$ cat src/design/fp_format_pkg.sv
package fp_format_pkg;

    // IEEE 754 single-precision field widths
    localparam int EXP_W  = 8;
    localparam int FRAC_W = 23;
    localparam int MAN_W  = 24;

    localparam int EXP_BIAS = 127;
    // All-ones exponent marks infinity and NaN
    localparam int EXP_MAX  = 255;

    // Guard, round and sticky
    localparam int GRS_W = 3;

    typedef logic [31:0]       fp_word_t;
    typedef logic [EXP_W-1:0]  fp_exp_t;
    typedef logic [FRAC_W-1:0] fp_frac_t;
    typedef logic [MAN_W-1:0]  fp_man_t;

    localparam fp_word_t QNAN = 32'h7FC0_0000;

    // Class mask bit positions in RISC-V order
    localparam int CLS_NEG_INF  = 0;
    localparam int CLS_NEG_NORM = 1;
    localparam int CLS_NEG_SUB  = 2;
    localparam int CLS_NEG_ZERO = 3;
    localparam int CLS_POS_ZERO = 4;
    localparam int CLS_POS_SUB  = 5;
    localparam int CLS_POS_NORM = 6;
    localparam int CLS_POS_INF  = 7;
    localparam int CLS_SNAN     = 8;
    localparam int CLS_QNAN     = 9;
    localparam int CLS_W        = 10;

endpackage

$ cat src/design/fp_op_pkg.sv
package fp_op_pkg;

    // Operation codes on i_alu_ctrl
    typedef enum logic [4:0] {
        OP_FMUL     = 5'b01011,
        OP_FCVT_W_S = 5'b01100,
        OP_FCLASS   = 5'b01111
    } fp_op_e;

    // Saturation values for FCVT.W.S
    localparam logic [31:0] INT_MAX_W = 32'h7FFF_FFFF;
    localparam logic [31:0] INT_MIN_W = 32'h8000_0000;

endpackage

$ cat src/design/fp_operand_if.sv
`timescale 1ns/1ps

interface fp_operand_if;
    import fp_format_pkg::*;

    logic    sign;
    fp_exp_t exp;
    // Significand with hidden bit
    fp_man_t man;
    logic    is_zero;
    logic    is_inf;
    logic    is_nan;
    logic    is_snan;

    modport dec (output sign, exp, man, is_zero, is_inf, is_nan, is_snan);
    modport unit (input sign, exp, man, is_zero, is_inf, is_nan, is_snan);

endinterface

$ cat src/design/fp_operand_decode.sv
`timescale 1ns/1ps

module fp_operand_decode (
    input  fp_format_pkg::fp_word_t i_word,
    fp_operand_if.dec               o_op
);
    import fp_format_pkg::*;

    fp_exp_t  exp_w;
    fp_frac_t frac_w;
    logic     exp_zero;
    logic     exp_ones;
    logic     frac_zero;
    logic     nan_w;

    assign exp_w     = i_word[FRAC_W +: EXP_W];
    assign frac_w    = i_word[FRAC_W-1:0];
    assign exp_zero  = (exp_w == '0);
    assign exp_ones  = (exp_w == fp_exp_t'(EXP_MAX));
    assign frac_zero = (frac_w == '0);
    assign nan_w     = exp_ones && !frac_zero;

    assign o_op.sign    = i_word[EXP_W+FRAC_W];
    assign o_op.exp     = exp_w;
    // Hidden bit only for nonzero exponents
    assign o_op.man     = {!exp_zero, frac_w};
    assign o_op.is_zero = exp_zero && frac_zero;
    assign o_op.is_inf  = exp_ones && frac_zero;
    assign o_op.is_nan  = nan_w;
    // Quiet bit is the top fraction bit
    assign o_op.is_snan = nan_w && !frac_w[FRAC_W-1];

endmodule

$ cat src/design/fp_round_rne.sv
`timescale 1ns/1ps

module fp_round_rne #(
    parameter int WIDTH = 23
) (
    input  logic [WIDTH-1:0] i_value,
    input  logic             i_guard,
    input  logic             i_round,
    input  logic             i_sticky,
    output logic [WIDTH-1:0] o_value,
    output logic             o_carry
);

    logic           round_up;
    logic [WIDTH:0] sum;

    // Above half rounds up, exact half rounds to even
    assign round_up = i_guard && (i_round || i_sticky || i_value[0]);

    assign sum     = {1'b0, i_value} + {{WIDTH{1'b0}}, round_up};
    assign o_value = sum[WIDTH-1:0];
    assign o_carry = sum[WIDTH];

endmodule

$ cat src/design/fp_mul.sv
`timescale 1ns/1ps

module fp_mul (
    fp_operand_if.unit               i_op_a,
    fp_operand_if.unit               i_op_b,
    output fp_format_pkg::fp_word_t  o_result,
    output logic                     o_invalid
);
    import fp_format_pkg::*;

    localparam int PROD_W = 2 * MAN_W;
    // Exponent arithmetic needs headroom for sum and sign
    localparam int XW     = EXP_W + 2;

    logic [PROD_W-1:0]    product;
    logic                 prod_top;
    fp_frac_t             frac_norm;
    logic [GRS_W-1:0]     grs;
    fp_frac_t             frac_rnd;
    logic                 rnd_carry;
    logic signed [XW-1:0] exp_unrnd;
    logic signed [XW-1:0] exp_final;
    logic                 sign_res;
    fp_word_t             result_w;

    assign sign_res = i_op_a.sign ^ i_op_b.sign;
    assign product  = i_op_a.man * i_op_b.man;
    assign prod_top = product[PROD_W-1];

    // Normalize on the product's top bit
    always_comb begin
        if (prod_top) begin
            frac_norm = product[PROD_W-2 -: FRAC_W];
            grs = {product[PROD_W-MAN_W-1], product[PROD_W-MAN_W-2],
                   |product[PROD_W-MAN_W-3:0]};
        end else begin
            frac_norm = product[PROD_W-3 -: FRAC_W];
            grs = {product[PROD_W-MAN_W-2], product[PROD_W-MAN_W-3],
                   |product[PROD_W-MAN_W-4:0]};
        end
    end

    fp_round_rne #(
        .WIDTH (FRAC_W)
    ) round_inst (
        .i_value  (frac_norm),
        .i_guard  (grs[GRS_W-1]),
        .i_round  (grs[GRS_W-2]),
        .i_sticky (grs[0]),
        .o_value  (frac_rnd),
        .o_carry  (rnd_carry)
    );

    assign exp_unrnd = $signed({2'b00, i_op_a.exp}) + $signed({2'b00, i_op_b.exp})
                     - XW'(EXP_BIAS) + $signed({{(XW-1){1'b0}}, prod_top});
    // Rounding carry leaves fraction zero and bumps the exponent
    assign exp_final = exp_unrnd + $signed({{(XW-1){1'b0}}, rnd_carry});

    always_comb begin
        o_invalid = 1'b0;
        result_w  = {sign_res, exp_final[EXP_W-1:0], frac_rnd};
        if (i_op_a.is_inf || i_op_a.is_nan || i_op_b.is_inf || i_op_b.is_nan) begin
            result_w  = QNAN;
            o_invalid = 1'b1;
        end else if (i_op_a.is_zero || i_op_b.is_zero) begin
            result_w = '0;
        end else if (exp_final >= EXP_MAX) begin
            // Overflow to signed infinity
            result_w  = {sign_res, fp_exp_t'(EXP_MAX), {FRAC_W{1'b0}}};
            o_invalid = 1'b1;
        end else if (exp_final <= 0) begin
            result_w  = '0;
            o_invalid = 1'b1;
        end
    end

    // Zero magnitude is always +0
    assign o_result = (result_w[EXP_W+FRAC_W-1:0] == '0) ? '0 : result_w;

endmodule

$ cat src/design/fp_cvt_ws.sv
`timescale 1ns/1ps

module fp_cvt_ws (
    fp_operand_if.unit         i_op_a,
    output logic signed [31:0] o_result,
    output logic               o_invalid
);
    import fp_format_pkg::*;
    import fp_op_pkg::*;

    localparam int INT_W = 32;
    // Fraction bits kept below the binary point
    localparam int FRC_W = MAN_W + 1;
    localparam int FIX_W = INT_W + FRC_W;
    localparam int SH_W  = $clog2(FIX_W);
    localparam int XW    = EXP_W + 2;

    logic signed [XW-1:0] exp_unb;
    logic [SH_W-1:0]      shift_amt;
    logic [FIX_W-1:0]     fixed;
    logic [INT_W-1:0]     mag_rnd;
    logic                 rnd_carry;

    assign exp_unb = $signed({2'b00, i_op_a.exp}) - XW'(EXP_BIAS);

    // Exponent 31 goes through the shifter so -2^31 converts exactly
    assign shift_amt = SH_W'(INT_W - 1 - exp_unb);
    assign fixed     = {i_op_a.man, {(FIX_W-MAN_W){1'b0}}} >> shift_amt;

    fp_round_rne #(
        .WIDTH (INT_W)
    ) round_inst (
        .i_value  (fixed[FIX_W-1 -: INT_W]),
        .i_guard  (fixed[FRC_W-1]),
        .i_round  (fixed[FRC_W-2]),
        .i_sticky (|fixed[FRC_W-3:0]),
        .o_value  (mag_rnd),
        .o_carry  (rnd_carry)
    );

    always_comb begin
        o_invalid = 1'b0;
        o_result  = '0;
        if (i_op_a.is_nan) begin
            o_result  = INT_MAX_W;
            o_invalid = 1'b1;
        end else if (i_op_a.is_inf || exp_unb > INT_W - 1) begin
            o_result  = i_op_a.sign ? INT_MIN_W : INT_MAX_W;
            o_invalid = 1'b1;
        end else if (exp_unb < -1) begin
            // Magnitude below one half
            o_result = '0;
        end else if (i_op_a.sign) begin
            if (rnd_carry || mag_rnd > INT_MIN_W) begin
                o_result  = INT_MIN_W;
                o_invalid = 1'b1;
            end else begin
                o_result = -mag_rnd;
            end
        end else begin
            if (rnd_carry || mag_rnd[INT_W-1]) begin
                o_result  = INT_MAX_W;
                o_invalid = 1'b1;
            end else begin
                o_result = mag_rnd;
            end
        end
    end

endmodule

$ cat src/design/fp_classify.sv
`timescale 1ns/1ps

module fp_classify (
    fp_operand_if.unit                           i_op_a,
    output logic [fp_format_pkg::CLS_W-1:0]      o_result
);
    import fp_format_pkg::*;

    logic is_sub;

    // Zero exponent with nonzero fraction
    assign is_sub = (i_op_a.exp == '0) && !i_op_a.is_zero;

    always_comb begin
        o_result = '0;
        if (i_op_a.is_nan) begin
            if (i_op_a.is_snan) begin
                o_result[CLS_SNAN] = 1'b1;
            end else begin
                o_result[CLS_QNAN] = 1'b1;
            end
        end else if (i_op_a.is_inf) begin
            o_result[i_op_a.sign ? CLS_NEG_INF : CLS_POS_INF] = 1'b1;
        end else if (i_op_a.is_zero) begin
            o_result[i_op_a.sign ? CLS_NEG_ZERO : CLS_POS_ZERO] = 1'b1;
        end else if (is_sub) begin
            o_result[i_op_a.sign ? CLS_NEG_SUB : CLS_POS_SUB] = 1'b1;
        end else begin
            o_result[i_op_a.sign ? CLS_NEG_NORM : CLS_POS_NORM] = 1'b1;
        end
    end

endmodule

$ cat src/design/fp_unit.sv
`timescale 1ns/1ps

module fp_unit (
    input  fp_format_pkg::fp_word_t i_data_r1,
    input  fp_format_pkg::fp_word_t i_data_r2,
    input  logic [4:0]              i_alu_ctrl,
    output fp_format_pkg::fp_word_t o_data,
    output logic                    o_invalid
);
    import fp_format_pkg::*;
    import fp_op_pkg::*;

    fp_word_t           mul_result;
    logic               mul_invalid;
    logic signed [31:0] cvt_result;
    logic               cvt_invalid;
    logic [CLS_W-1:0]   cls_result;

    fp_operand_if op_a ();
    fp_operand_if op_b ();

    fp_operand_decode dec_a_inst (.i_word(i_data_r1), .o_op(op_a));
    fp_operand_decode dec_b_inst (.i_word(i_data_r2), .o_op(op_b));

    // All three units see the decoded operands at once
    fp_mul mul_inst (
        .i_op_a    (op_a),
        .i_op_b    (op_b),
        .o_result  (mul_result),
        .o_invalid (mul_invalid)
    );

    fp_cvt_ws cvt_inst (.i_op_a(op_a), .o_result(cvt_result), .o_invalid(cvt_invalid));

    fp_classify cls_inst (.i_op_a(op_a), .o_result(cls_result));

    always_comb begin
        case (i_alu_ctrl)
            OP_FMUL: begin
                o_data    = mul_result;
                o_invalid = mul_invalid;
            end
            OP_FCVT_W_S: begin
                o_data    = cvt_result;
                o_invalid = cvt_invalid;
            end
            OP_FCLASS: begin
                o_data    = {{($bits(fp_word_t)-CLS_W){1'b0}}, cls_result};
                o_invalid = 1'b0;
            end
            // Any other code drives zero data and zero invalid
            default: begin
                o_data    = '0;
                o_invalid = 1'b0;
            end
        endcase
    end

endmodule

$ cat config.mk
export PLATFORM = sky130hd
export DESIGN_NAME = fp_unit
export DESIGN_NICKNAME = d
export VERILOG_FILES = /design/src/design/fp_format_pkg.sv /design/src/design/fp_op_pkg.sv /design/src/design/fp_operand_if.sv /design/src/design/fp_operand_decode.sv /design/src/design/fp_round_rne.sv /design/src/design/fp_mul.sv /design/src/design/fp_cvt_ws.sv /design/src/design/fp_classify.sv /design/src/design/fp_unit.sv
export SDC_FILE = /design/constraint.sdc
export NUM_CORES = 2
export LEC_CHECK = 0
export BUFFER_PORTS_ARGS = -buffer_cell sky130_fd_sc_hd__buf_2
export CAP_MARGIN = 15
export CORE_UTILIZATION = 64
export DETAILED_ROUTE_END_ITERATION = 10
export PLACE_DENSITY = 0.88
export RECOVER_POWER = 25
export SYNTH_ARGS = -nofsm -noshare
export SYNTH_HDL_FRONTEND = slang
export SYNTH_HIERARCHICAL = 1
export SYNTH_SLANG_ARGS = --single-unit
$ cat constraint.sdc
create_clock -name vclk -period 28.4
set_clock_uncertainty 0.1 [all_clocks]
set_input_delay 1.42 -clock vclk [all_inputs]
set_output_delay 1.42 -clock vclk [all_outputs]
set_load 0.01 [all_outputs]
After elaboration in Yosys (flattened, before gate mapping)

Index checks and enable logic that the tools add are counted.

Bits in registers: 0
Output and inout port bits: 33
Word-level logic and storage cells: 114

Add/sub/neg operators: 9
Multipliers: 1
Magnitude comparators: 13
Eq/ne operators: 5
Shift operators: 1
Mux-type cells: 45
Bitwise gates (word level): 1
Reductions and logical operators: 39

Operators with widths:

| cell                 | number |
|---|---|
| $mux 32              | 12 |
| $ge 32x1->1 const B  | 4 |
| $lt 32x6->1 const B  | 4 |
| $pmux 32 s3          | 1 |
| $shr 57x6->57        | 1 |
| $mul 24x24->48       | 1 |
| $logic_not 23->1     | 2 |
| $add 32x1->33        | 1 |
| $gt 32x32->1 const B | 1 |
| $neg 32->32          | 1 |
| $logic_not 31->1     | 1 |
| $mux 10              | 3 |
| $add 23x1->24        | 1 |
| $mux 23              | 1 |
| $reduce_or 23->1     | 1 |
| $reduce_or 22->1     | 1 |
| $reduce_or 21->1     | 1 |
| $add 10x2->10        | 2 |
| $demux 1 s4          | 4 |
| $eq 8x8->1 const B   | 2 |
| $logic_not 8->1      | 2 |
| $mux 1               | 16 |
| $eq 5x4->1 const B   | 3 |
| $mux 3               | 5 |
| 15 further kinds     | 43 |

Longest topological paths before layout

Depth in word-level cells: 18
Gate-level depth with buffers: 48

Modules after synthesis

Netlist, hierarchy kept.

By module, submodules not included:

| module                             | instances | cells an instance | area each (um^2) | sequential area each (um^2) |
|---|---|---|---|---|
| fp_mul                             | 1         | 2330              | 20158.1          | 0.0 |
| fp_cvt_ws                          | 1         | 503               | 3169.3           | 0.0 |
| fp_operand_decode                  | 2         | 52                | 387.9            | 0.0 |
| fp_round_rne (cvt_inst.round_inst) | 1         | 101               | 695.7            | 0.0 |
| fp_unit                            | 1         | 54                | 520.5            | 0.0 |
| fp_round_rne (mul_inst.round_inst) | 1         | 71                | 499.2            | 0.0 |
| fp_classify                        | 1         | 16                | 137.6            | 0.0 |

Worst setup path before layout

Ideal clock, no wire load.

Path type: input to output
Start point: in i_data_r1[23]
End point: out o_data[4]
Arrival time: 11.791 ns
Required time: 26.880 ns
Setup slack: 15.089 ns
Stages on the path: 43
Buffers on the path: 3
Path through: nor4_1 > nand2_1 > clkbuf_1 > and2_1 > fa_1 > fa_1 > fa_1 > inv_1 > fa_1 > inv_1 > fa_1 > fa_1 > inv_1 > fa_1 > inv_1 > ha_1 > and4_4 > nand3_1 > (+7 left out) > mux2i_1 > nand4_4 > nor4_1 > fa_1 > inv_1 > fa_1 > nor2b_1 > o21ai_0 > a21oi_1 > o21ai_0 > a21oi_1 > o21a_1 > o2bb2ai_1 > nor4b_2 > clkbuf_1 > and2_1 > mux2i_1 > o2bb2ai_1

RTL lines:

| item                             | RTL line                | text |
|---|---|---|
| start, declared                  | fp_unit.sv:4            | `input fp_format_pkg::fp_word_t i_data_r1,` |
| $logic_not 8->1 *                | fp_operand_decode.sv:18 | `assign exp_zero = (exp_w == '0);` |
| $logic_not 1->1 *                | fp_operand_decode.sv:26 | `assign o_op.man = {!exp_zero, frac_w};` |
| named net op_a.man[23]           | fp_operand_if.sv:9      | `fp_man_t man;` |
| $mul 24x24->48 *                 | fp_mul.sv:27            | `assign product = i_op_a.man * i_op_b.man;` |
| $mux 23 *                        | fp_mul.sv:32            | `if (prod_top) begin` |
| named net mul_inst.frac_norm[14] | fp_mul.sv:17            | `fp_frac_t frac_norm;` |
| $add 23x1->24 *                  | fp_round_rne.sv:20      | `assign sum = {1'b0, i_value} + {{WIDTH{1'b0}}, round_up};` |
| named net mul_inst.rnd_carry     | fp_mul.sv:20            | `logic rnd_carry;` |
| (+2 left out)                    | -                       |  |
| $mux 32                          | fp_mul.sv:71            | `end else if (exp_final <= 0) begin` |
| $mux 32 *                        | fp_mul.sv:67            | `end else if (exp_final >= EXP_MAX) begin` |
| $mux 32 *                        | fp_mul.sv:65            | `end else if (i_op_a.is_zero \|\| i_op_b.is_zero) begin` |
| $mux 32 *                        | fp_mul.sv:62            | `if (i_op_a.is_inf \|\| i_op_a.is_nan \|\| i_op_b.is_inf \|\| i_op_b.is_nan) begin` |
| $logic_not 31->1                 | fp_mul.sv:78            | `assign o_result = (result_w[EXP_W+FRAC_W-1:0] == '0) ? '0 : result_w;` |
| $mux 32 *                        | fp_mul.sv:78            |  |
| named net mul_result[4]          | fp_unit.sv:13           | `fp_word_t mul_result;` |
| $pmux 32 s3 *                    | fp_unit.sv:38           | `case (i_alu_ctrl)` |
| end, declared                    | fp_unit.sv:7            | `output fp_format_pkg::fp_word_t o_data,` |

The timed path passes the listed nets; every way through them passes the cells marked *.

Final worst setup path

Start point: in i_data_r1[23]
End point: out o_data[2]

The elaborated chain is that of the path after synthesis.

==> out/metrics.csv <==
metric;value;unit
Worst slew margin;-10.02;%
die height;203.4;um
GR Util All Layers;39.30;%
hold path endpoint;o_data[31];
status;finished, violations left;
# rows;73;
RePlAce Congestion;0.9846;
Slowest-stage cell, CP;nor3_1;
# setup viols final;0;
share of layout cells above drive strength 1;7.066;%
Filler cells;3283;
Hold Path Class;primary input to primary output;
antenna viol nets, final;0;
largest net degree at the start of global routing;57;
Die Wd;203.4;um
number of global-route vias before repair;23210;
Post-Route WL;79010;um
Worst Path Arrival;16.85;ns
# hold bufs at CTS;0;
Final Hold Vio Count;0;
crit-path leading delay family;adder cells;
Avg Inst Size Synth;8.165;sq um
post-CTS setup buffers;0;
# nets final;3820;
Setup TNS;0;ns
most frequent CP cell;fa_1;
failing checks;capacitance limit, slew limit;
worst path bufs/invs;10;
port bufs;102;
core area;39820;sq um
initial core utilization;65.16;%
Crit. End Element;primary output;
Data required, critical path;26.88;ns
WP depth;45;
worst slew pin tran;1.650;ns
crit start category;primary input;
post-synth design cell area;25950;sq um
total of max-cap violations;3;
Final period util;64.67;%
first-pass GRT wire length;126000;um
hpwl dp;61310;um
cts repair resizes;0;
minimum clock period;18.37;ns
critical path fanouts, max;31;
YS warnings;6;
Worst Hold Path Cells;5;
Worst Hold Launch;i_data_r2[31];
WL/cell;21.95;um
Pins Over Slew Limit;76;
DR vias/cell;6.224;
vias post-DR;22405;
net count of the mapped netlist;3925;
critical path type;primary input to primary output;
GRT Residual Overflow;0;
cell count after synthesis;3178;
die area;41350;sq um
CLK BUF;0;
I/O pin count;102;
Largest stage delay, worst path;1.22;ns
num sequential;0;
Area Growth Syn to Fin;0.3471;%
FMAX;54.45;MHz
Reg area;0;sq um
DRC;0;
RSZ-0062 raised after global routing;no;
Iter 0 DRT Violations;2409;
initial antenna violation count;3;
Initial DRT Pass Iterations;6;
## cell usage in the layout (no fill, tap or decap), drive strengths merged, types with 10 or more instances in the layout
master   count
inv        567
fa         484
nand2      415
and2       294
ha         194
nor2       123
buf        115
a21oi       98
o21ai       86
mux2i       73
xnor2       58
nor3        53
nand3       52
xor2        50
nor4        35
a21o        33
mux2        31
nand4       26
a22o        24
and3        23
o22ai       18
a211oi      16
o2bb2ai     12
nor3b       12
o21a        12
a31oi       12
o31ai       11
nand2b      10
or4         10
## layer usage
layer	track usage, %	part of all wire, %	wire length (um)
met1	53.40	39	30480
met2	61.98	45	35680
met3	7.862	12	9213
met4	15.17	4.6	3635
met5	0	0	0
## cell type report
type,instances,area (sq um),share of cell area (%)
Inverter,568,2132,8.188
Timing Repair Buffer,118,621.8,2.388
Tap cell,525,656.9,2.523
Antenna cell,4,10.01,0.03844
Multi-Input combinational cell,2385,22620,86.86
## how the worst max path moves through the flow
stage | start | end | slack [ns]
after CTS | i_data_r1[23] | o_data[2] | 13.06
after detailed placement | i_data_r1[23] | o_data[2] | 13.10
after floorplan | i_data_r1[23] | o_data[4] | 15.09
after global routing | i_data_r1[23] | o_data[8] | 9.05
after global placement | i_data_r1[23] | o_data[2] | 13.34
final | i_data_r1[23] | o_data[2] | 10.04
## tightest hold or removal path, cell delays in order
cell and delay, ns:
buf_2 0.11, xnor2_1 0.07, nor3_1 0.14, a22o_2 0.15, buf_2 0.15
## metrics by stage
stage,instance area [sq um],utilization (%),setup slack [ns],hold WS [ns],std cells
floorplan,25950,-,15.09,3.019,3178
global placement,26070,65.46,13.34,3.348,3595
detailed placement,26070,65.46,13.10,3.357,3595
CTS,26070,65.46,13.06,3.368,3595
global route,26040,65.38,9.048,3.395,3599
finish,26040,65.39,10.04,3.364,3600
